File: src/common/csr_unit_settings.svh
// Build-time sizing for the CSR execution path.
// XLEN must be at least 12, since operand_b carries the CSR address in
// its low bits. The CSR window is CSR_BASE up to CSR_BASE + CSR_COUNT - 1
// and must not wrap past 12'hfff.
`ifndef CSR_UNIT_SETTINGS_SVH
`define CSR_UNIT_SETTINGS_SVH

// data width of every CSR and operand
`define XLEN 32

// first implemented CSR address
`define CSR_BASE 12'h340

// number of implemented CSRs, contiguous from CSR_BASE
`define CSR_COUNT 4

// instruction queue entries
`define QUEUE_DEPTH 4

`endif

File: src/common/csr_unit_pkg.sv
// Shared types for the CSR execution path.
// Widths come from the settings header. The enum encoding matches the
// 2-bit op field that the instruction source drives.
`default_nettype none

`include "csr_unit_settings.svh"

package csr_unit_pkg;

  // csr operation, 2 bits on the wire
  typedef enum logic [1:0] {
    CSR_READ  = 2'd0,
    CSR_WRITE = 2'd1,
    CSR_SET   = 2'd2,
    CSR_CLEAR = 2'd3
  } csr_op_e;

  // instruction as it arrives from outside and sits in the queue
  typedef struct packed {
    csr_op_e           op;
    logic [11:0]       addr;
    logic [`XLEN-1:0]  operand;
  } csr_instr_t;

  // operand carrier from issue to the csr buffer
  // operand_a is the write operand
  // operand_b holds the csr address in bits 11:0, upper bits zero
  typedef struct packed {
    csr_op_e           op;
    logic [`XLEN-1:0]  operand_a;
    logic [`XLEN-1:0]  operand_b;
  } fu_data_t;

  // old csr value plus illegal-address flag
  typedef struct packed {
    logic [`XLEN-1:0]  rdata;
    logic              illegal;
  } csr_result_t;

endpackage

`default_nettype wire

File: src/source/csr_buffer.sv
// One-entry holding register for the CSR address of the issued
// instruction, kept until the commit side consumes it.
// csr_ready_o does not look at csr_valid_i, so the issuer may drive
// csr_valid_i from csr_ready_o without a combinational loop.
`default_nettype none

`include "csr_unit_settings.svh"

module csr_buffer
  import csr_unit_pkg::*;
(
  input  wire logic              clk_i,
  input  wire logic              rst_i,
  input  wire logic              flush_i,
  input  wire fu_data_t          fu_data_i,
  input  wire logic              csr_valid_i,
  output      logic              csr_ready_o,
  output      logic [`XLEN-1:0]  csr_result_o,
  input  wire logic              csr_commit_i,
  output      logic [11:0]       csr_addr_o
);

  typedef struct packed {
    logic [11:0] addr;
    logic        valid;
  } csr_entry_t;

  csr_entry_t entry_q;
  csr_entry_t entry_n;

  // write operand goes straight back to the commit side
  assign csr_result_o = fu_data_i.operand_a;
  assign csr_addr_o   = entry_q.addr;

  // free when empty, or when the held entry leaves this cycle
  assign csr_ready_o = ~entry_q.valid | csr_commit_i;

  always_comb begin
    entry_n = entry_q;
    // new issue takes the slot, even while the old one commits
    if (csr_valid_i) begin
      entry_n.addr  = fu_data_i.operand_b[11:0];
      entry_n.valid = 1'b1;
    end else if (csr_commit_i) begin
      entry_n.valid = 1'b0;
    end
    if (flush_i) begin
      entry_n.valid = 1'b0;
    end
  end

  // reset empties the entry
  always_ff @(posedge clk_i) begin
    if (rst_i) begin
      entry_q.valid <= 1'b0;
    end else begin
      entry_q <= entry_n;
    end
  end

endmodule

`default_nettype wire

File: src/source/csr_instr_queue.sv
// Circular FIFO of CSR instructions.
// A push while full or a pop while empty is ignored. Flush drops all
// entries and wins over a push in the same cycle. The head is valid
// only while empty_o is low.
`default_nettype none

`include "csr_unit_settings.svh"

module csr_instr_queue
  import csr_unit_pkg::*;
#(
  parameter int unsigned DEPTH = `QUEUE_DEPTH
) (
  input  wire logic        clk_i,
  input  wire logic        rst_i,
  input  wire logic        flush_i,
  input  wire logic        push_i,
  input  wire csr_instr_t  data_i,
  input  wire logic        pop_i,
  output      csr_instr_t  data_o,
  output      logic        empty_o,
  output      logic        full_o
);

  localparam int unsigned PTR_W = (DEPTH > 1) ? $clog2(DEPTH) : 1;
  localparam int unsigned CNT_W = $clog2(DEPTH + 1);
  localparam logic [PTR_W-1:0] LAST_PTR = PTR_W'(DEPTH - 1);
  localparam logic [CNT_W-1:0] FULL_CNT = CNT_W'(DEPTH);

  csr_instr_t       mem_q [DEPTH];
  logic [PTR_W-1:0] wr_ptr_q;
  logic [PTR_W-1:0] rd_ptr_q;
  logic [CNT_W-1:0] count_q;
  logic             do_push;
  logic             do_pop;

  assign empty_o = (count_q == '0);
  assign full_o  = (count_q == FULL_CNT);
  assign data_o  = mem_q[rd_ptr_q];

  // qualified strobes
  assign do_push = push_i & ~full_o;
  assign do_pop  = pop_i & ~empty_o;

  always_ff @(posedge clk_i) begin
    if (rst_i || flush_i) begin
      wr_ptr_q <= '0;
      rd_ptr_q <= '0;
      count_q  <= '0;
    end else begin
      if (do_push) begin
        wr_ptr_q <= (wr_ptr_q == LAST_PTR) ? '0 : wr_ptr_q + 1'b1;
      end
      if (do_pop) begin
        rd_ptr_q <= (rd_ptr_q == LAST_PTR) ? '0 : rd_ptr_q + 1'b1;
      end
      // push and pop together leave the count alone
      if (do_push && !do_pop) begin
        count_q <= count_q + 1'b1;
      end else if (do_pop && !do_push) begin
        count_q <= count_q - 1'b1;
      end
    end
  end

  // storage, no reset
  always_ff @(posedge clk_i) begin
    if (do_push && !flush_i) begin
      mem_q[wr_ptr_q] <= data_i;
    end
  end

endmodule

`default_nettype wire

File: src/source/csr_commit.sv
// Issue and commit control for the CSR path.
// Issues the queue head when the buffer is ready, then commits it in the
// next cycle. Issue and commit overlap, so one instruction per cycle can
// flow. Flush cancels a commit in the same cycle and blocks issue.
// Results have no back-pressure.
`default_nettype none

`include "csr_unit_settings.svh"

module csr_commit
  import csr_unit_pkg::*;
(
  input  wire logic              clk_i,
  input  wire logic              rst_i,
  input  wire logic              flush_i,
  input  wire csr_instr_t        head_i,
  input  wire logic              empty_i,
  output      logic              pop_o,
  output      fu_data_t          fu_data_o,
  output      logic              csr_valid_o,
  input  wire logic              csr_ready_i,
  input  wire logic [`XLEN-1:0]  csr_operand_i,
  output      logic              csr_commit_o,
  output      logic              rf_we_o,
  output      csr_op_e           rf_op_o,
  output      logic [`XLEN-1:0]  rf_wdata_o,
  input  wire csr_result_t       rf_result_i,
  output      logic              result_valid_o,
  output      csr_result_t       result_o
);

  // op and operand waiting for their commit cycle
  typedef struct packed {
    csr_op_e           op;
    logic [`XLEN-1:0]  operand;
    logic              valid;
  } pend_t;

  pend_t       pend_q;
  pend_t       pend_n;
  logic        issue;
  logic        result_valid_q;
  csr_result_t result_q;

  assign issue = ~empty_i & csr_ready_i & ~flush_i;

  assign pop_o       = issue;
  assign csr_valid_o = issue;

  // address travels in operand_b, zero extended
  assign fu_data_o.op        = head_i.op;
  assign fu_data_o.operand_a = head_i.operand;
  assign fu_data_o.operand_b = {{(`XLEN - 12){1'b0}}, head_i.addr};

  // commit always follows issue by exactly one cycle
  assign csr_commit_o = pend_q.valid & ~flush_i;
  assign rf_we_o      = csr_commit_o;
  assign rf_op_o      = pend_q.op;
  assign rf_wdata_o   = pend_q.operand;

  always_comb begin
    pend_n = pend_q;
    if (csr_commit_o) begin
      pend_n.valid = 1'b0;
    end
    // operand comes back through the buffer
    if (issue) begin
      pend_n.op      = fu_data_o.op;
      pend_n.operand = csr_operand_i;
      pend_n.valid   = 1'b1;
    end
    if (flush_i) begin
      pend_n.valid = 1'b0;
    end
  end

  always_ff @(posedge clk_i) begin
    if (rst_i) begin
      pend_q.valid   <= 1'b0;
      result_valid_q <= 1'b0;
    end else begin
      pend_q         <= pend_n;
      result_valid_q <= csr_commit_o;
    end
  end

  // old value captured in the commit cycle
  always_ff @(posedge clk_i) begin
    if (csr_commit_o) begin
      result_q <= rf_result_i;
    end
  end

  assign result_valid_o = result_valid_q;
  assign result_o       = result_q;

endmodule

`default_nettype wire

File: src/csr_regfile/csr_regfile.sv
// Small CSR register file with read-modify-write.
// Only CSR_COUNT registers exist, from CSR_BASE upward. Any other address
// reads as zero with illegal set and is never written. The old value is
// returned combinationally and the new value lands at the clock edge.
// CSR_COUNT must fit in the 12-bit address space above CSR_BASE.
`default_nettype none

`include "csr_unit_settings.svh"

module csr_regfile
  import csr_unit_pkg::*;
(
  input  wire logic              clk_i,
  input  wire logic              rst_i,
  input  wire logic              we_i,
  input  wire logic [11:0]       addr_i,
  input  wire csr_op_e           op_i,
  input  wire logic [`XLEN-1:0]  wdata_i,
  output      csr_result_t       result_o
);

  localparam int unsigned IDX_W = (`CSR_COUNT > 1) ? $clog2(`CSR_COUNT) : 1;
  localparam logic [11:0] COUNT_12 = 12'(`CSR_COUNT);

  logic [`XLEN-1:0] csr_q [`CSR_COUNT];
  logic [11:0]      offset;
  logic [IDX_W-1:0] idx;
  logic             legal;
  logic [`XLEN-1:0] old_value;
  logic [`XLEN-1:0] new_value;

  // offset into the window; addresses below base wrap high
  // and fail the range check as well
  assign offset = addr_i - `CSR_BASE;
  assign legal  = (offset < COUNT_12);
  assign idx    = offset[IDX_W-1:0];

  // out-of-window reads never reach the array output
  assign old_value = legal ? csr_q[idx] : '0;

  assign result_o.rdata   = old_value;
  assign result_o.illegal = ~legal;

  // modify step
  always_comb begin
    new_value = old_value;
    case (op_i)
      CSR_WRITE: begin
        new_value = wdata_i;
      end
      CSR_SET: begin
        new_value = old_value | wdata_i;
      end
      CSR_CLEAR: begin
        new_value = old_value & ~wdata_i;
      end
      default: begin
        // read keeps the value
        new_value = old_value;
      end
    endcase
  end

  // all csrs start at zero
  always_ff @(posedge clk_i) begin
    if (rst_i) begin
      for (int i = 0; i < `CSR_COUNT; i++) begin
        csr_q[i] <= '0;
      end
    end else if (we_i && legal) begin
      csr_q[idx] <= new_value;
    end
  end

endmodule

`default_nettype wire

File: src/source/csr_subsystem.sv
// Top level of the CSR execution path.
// Inputs are accepted while full_o is low; an instruction offered
// while full_o is high is dropped. One result strobe per accepted
// instruction, in acceptance order, except those discarded by flush_i.
`default_nettype none

`include "csr_unit_settings.svh"

module csr_subsystem
  import csr_unit_pkg::*;
(
  input  wire logic        clk_i,
  input  wire logic        rst_i,
  input  wire logic        flush_i,
  input  wire logic        instr_valid_i,
  input  wire csr_instr_t  instr_i,
  output      logic        full_o,
  output      logic        result_valid_o,
  output      csr_result_t result_o
);

  csr_instr_t        queue_head;
  logic              queue_empty;
  logic              queue_pop;
  fu_data_t          fu_data;
  logic              csr_valid;
  logic              csr_ready;
  logic [`XLEN-1:0]  csr_operand;
  logic              csr_commit;
  logic [11:0]       csr_addr;
  logic              rf_we;
  csr_op_e           rf_op;
  logic [`XLEN-1:0]  rf_wdata;
  csr_result_t       rf_result;

  // instruction queue
  csr_instr_queue #(
    .DEPTH   (`QUEUE_DEPTH)
  ) u_csr_instr_queue (
    .clk_i   (clk_i),
    .rst_i   (rst_i),
    .flush_i (flush_i),
    .push_i  (instr_valid_i),
    .data_i  (instr_i),
    .pop_i   (queue_pop),
    .data_o  (queue_head),
    .empty_o (queue_empty),
    .full_o  (full_o)
  );

  // address holding buffer
  csr_buffer u_csr_buffer (
    .clk_i        (clk_i),
    .rst_i        (rst_i),
    .flush_i      (flush_i),
    .fu_data_i    (fu_data),
    .csr_valid_i  (csr_valid),
    .csr_ready_o  (csr_ready),
    .csr_result_o (csr_operand),
    .csr_commit_i (csr_commit),
    .csr_addr_o   (csr_addr)
  );

  // issue, pending slot and result register
  csr_commit u_csr_commit (
    .clk_i          (clk_i),
    .rst_i          (rst_i),
    .flush_i        (flush_i),
    .head_i         (queue_head),
    .empty_i        (queue_empty),
    .pop_o          (queue_pop),
    .fu_data_o      (fu_data),
    .csr_valid_o    (csr_valid),
    .csr_ready_i    (csr_ready),
    .csr_operand_i  (csr_operand),
    .csr_commit_o   (csr_commit),
    .rf_we_o        (rf_we),
    .rf_op_o        (rf_op),
    .rf_wdata_o     (rf_wdata),
    .rf_result_i    (rf_result),
    .result_valid_o (result_valid_o),
    .result_o       (result_o)
  );

  // csr storage, addressed from the buffer
  csr_regfile u_csr_regfile (
    .clk_i    (clk_i),
    .rst_i    (rst_i),
    .we_i     (rf_we),
    .addr_i   (csr_addr),
    .op_i     (rf_op),
    .wdata_i  (rf_wdata),
    .result_o (rf_result)
  );

endmodule

`default_nettype wire

File: config.mk
export PLATFORM = sky130hd
export DESIGN_NAME = csr_subsystem
export DESIGN_NICKNAME = d
export VERILOG_FILES = /design/src/common/csr_unit_pkg.sv /design/src/source/csr_buffer.sv /design/src/source/csr_instr_queue.sv /design/src/source/csr_commit.sv /design/src/csr_regfile/csr_regfile.sv /design/src/source/csr_subsystem.sv
export VERILOG_INCLUDE_DIRS = /design/src /design/src/common
export SDC_FILE = /design/constraint.sdc
export NUM_CORES = 1
export LEC_CHECK = 0
export ABC_CLOCK_PERIOD_IN_PS = 8400
export BUFFER_PORTS_ARGS = -buffer_cell sky130_fd_sc_hd__buf_2
export CAP_MARGIN = 20
export CORE_ASPECT_RATIO = 0.9
export CORE_MARGIN = 5
export CORE_UTILIZATION = 61
export DETAILED_ROUTE_END_ITERATION = 10
export PLACE_DENSITY_LB_ADDON = 0.05
export SYNTH_ARGS = -nofsm -noshare
export SYNTH_HDL_FRONTEND = slang
export SYNTH_HIERARCHICAL = 1
export SYNTH_SLANG_ARGS = --single-unit
export TNS_END_PERCENT = 10
File: constraint.sdc
create_clock -name clk_i -period 8.4 [get_ports clk_i]
set_input_delay 2.1 -clock clk_i [delete_from_list [all_inputs] [get_ports clk_i]]
set_output_delay 2.1 -clock clk_i [all_outputs]
set_load 0.05 [all_outputs]
==> flow_summary.yaml <==
run_status:
  outcome: "finished clean"
drt:
  drt_iter0_drc: 698
  ant_nets: 0
  firstDrtPassIters: 5
  routed_wl_um: 32010
  post_drt_wl_per_cell_um: 23.14
  routed-via-count: 8526
  viasPerCell: 6.165
  drc: 0
sta:
  layout_min_cycle_time_ns: 4.694
  slew_headroom_pct: 26.49
  rsz0062_at_grt: "no"
  fmax_ghz: 0.2131
  tns_ns: 0
  hold_ws_ns: 0.4855
  period_share_pct: 55.88
  setup_violations: 0
  worst_slew_pin_slew_ns: 1.103
  slew_viol_final: 0
  skew_ns: 0.01497
  hold_viol: 0
power_and_ir_drop:
  peakVddDrop_mv: 0.1851
  power_density_nw_per_um2: 227.5
  p_leak_nw: 5.866
cells_and_area:
  multiInputGateArea_um2: 4129
  seq_area_um2: 11980
  n_fill_cell: 1890
  syn2layout_area_growth_pct: 6.927
  diodes: 0
  layout-drive-gt1-share_pct: 25.51
  fin_nets: 1048
  final_cell_area_um2: 18520
  fin_cells: 1383
die:
  die_h_um: 169.9
  core_um2: 28010
  pin_count: 85
  dieArea_um2: 31870
  initial_core_util_pct: 61.84
  die_width_um: 187.6
  core.rowCount: 58
clock_network:
  clkTransAtPathRegs_ns: 0.06
  h-tree-depth: 2
  clock_path_buffers: 3
  post-cts-setup-buffer-count: 0
  cts_buffers: 41
  cts_root_buf: "clkbuf_16"
  cts_resized: 0
  clk_latency_ns: 0.54
  cts_hold_buf: 0
  cts.sinks: 403
  cts_tree: "yes"
worst_setup_path:
  cp.required_ns: 8.61
  arrival_ns: 4.91
  crit_slowest_cell: "and2b_2"
  cp_max_fo: 39
  critPathMaxStageDelay_ns: 0.83
  path_cells: "buf_2, and2b_2, nor4bb_1, nand4_1, nand2b_1, buf_4"
  crit_type: "primary input to flop"
  endpoint_kind: "flop"
  startpoint_type: "primary input"
yosys:
  yosysWarnings: 6
  synth_area_per_cell_um2: 16.98
  syn-num-nets: 1077
  synthesis.area_um2: 17320
  synthCells: 1020
hold_path:
  hp-class: "flop to flop"
place:
  placed_cells: 1305
  dpl.hpwl_um: 18800
  dpl_cell_area_um2: 17180
  io_buffers: 84
  gp_congestion: 0.7652
global_routing:
  grt-ovfl-total: 0
  antenna_found_initial: 1
  track_usage_pct: 20.25
  grt_pass1_wl_um: 50290
  grt_pass1_vias: 8789
  grt_max_degree: 65
flow_run:
  drv_cap: 0
==> routing by layer <==
layer  track usage [%]  routed length, um  vias to the layer above
met5                 0                 13                        -
met4             5.648                577                        2
met3             4.820               2428                       60
met2             32.21              15180                      327
met1             28.81              13810                     4303
li1                  -                  -                     3834
==> through the flow <==
step,power [W],setup slack (ns),utilization (%)
floorplan,0.002477,1.384,-
global placement,0.002502,3.282,61.34
detailed placement,0.002511,3.110,61.34
CTS,0.004250,3.669,65.98
global route,0.004360,3.508,66.12
finish,0.004213,3.706,66.12
==> state kept, by name (all words and copies together) (netlist names), named ones only <==
| signal | cells |
|---|---|
| u_csr_commit/result_o | 33 |
| u_csr_instr_queue/count_q | 3 |
| u_csr_regfile/csr_q | 128 |
| u_csr_instr_queue/mem_q | 184 |
| u_csr_buffer/entry_q | 1 |
| u_csr_commit/rf_wdata_o | 32 |
| u_csr_buffer/csr_addr_o | 12 |
| u_csr_commit/pend_q | 1 |
| u_csr_instr_queue/rd_ptr_q | 2 |
| u_csr_commit/rf_op_o | 2 |
| u_csr_instr_queue/wr_ptr_q | 2 |
| u_csr_commit/result_valid_o | 1 |
==> worst max-delay path, delay by kind of cell <==
kind | cells | cell delay [ns]
simple gates | 4 | 2.16
buf+inv | 2 | 0.60
==> cell usage in the layout (no fill, tap or decap), types with 2 or more instances in the layout <==
master / instances
o21ai_0: 3
buf_4: 23
a41oi_1: 32
clkinv_1: 11
edfxtp_1: 391
ha_1: 6
dfxtp_1: 10
or3_1: 3
nand2_1: 3
clkinv_2: 10
xor2_1: 2
nor4bb_1: 2
nand2b_1: 3
inv_1: 7
and2_1: 32
nor2_1: 4
nor2b_1: 33
a21oi_1: 3
xnor2_1: 32
nand4_1: 4
bufinv_16: 3
nor3b_2: 4
o21a_1: 32
clkbuf_16: 42
dfxtp_2: 2
nor4b_1: 2
nand3_1: 4
clkbuf_1: 6
nor3b_1: 2
nor3_1: 129
buf_2: 84
mux4_2: 78
==> final cells by class <==
type	instances	share of cell area, %
Timing Repair Buffer	110	3.418
Inverter	7	0.1419
Multi-Input combinational cell	428	22.29
Clock buffer	48	5.796
Clock inverter	27	1.216
Tap cell	360	2.432
Sequential cell	403	64.70
==> where the power goes <==
part / switching, W / total (W) / internal (W)
clock: 0.000733 / 0.00174 / 0.00101
combinational: 0.000123 / 0.000194 / 0.0000710
sequential: 0.0000180 / 0.00227 / 0.00226
==> final timing paths <==
kind | startpoint | end | slack [ns] | cells past startpoint
max | flush_i | u_csr_regfile/csr_q[2][31] | 3.71 | 6
min reg2reg | u_csr_commit/pend_q[0] | u_csr_commit/result_valid_o | 0.49 | 1
min | u_csr_commit/pend_q[0] | u_csr_commit/result_valid_o | 0.49 | 1
max reg2reg | u_csr_commit/pend_q[0] | u_csr_regfile/csr_q[2][31] | 5.24 | 5
Note: power is estimated with default switching activity, not from simulation.
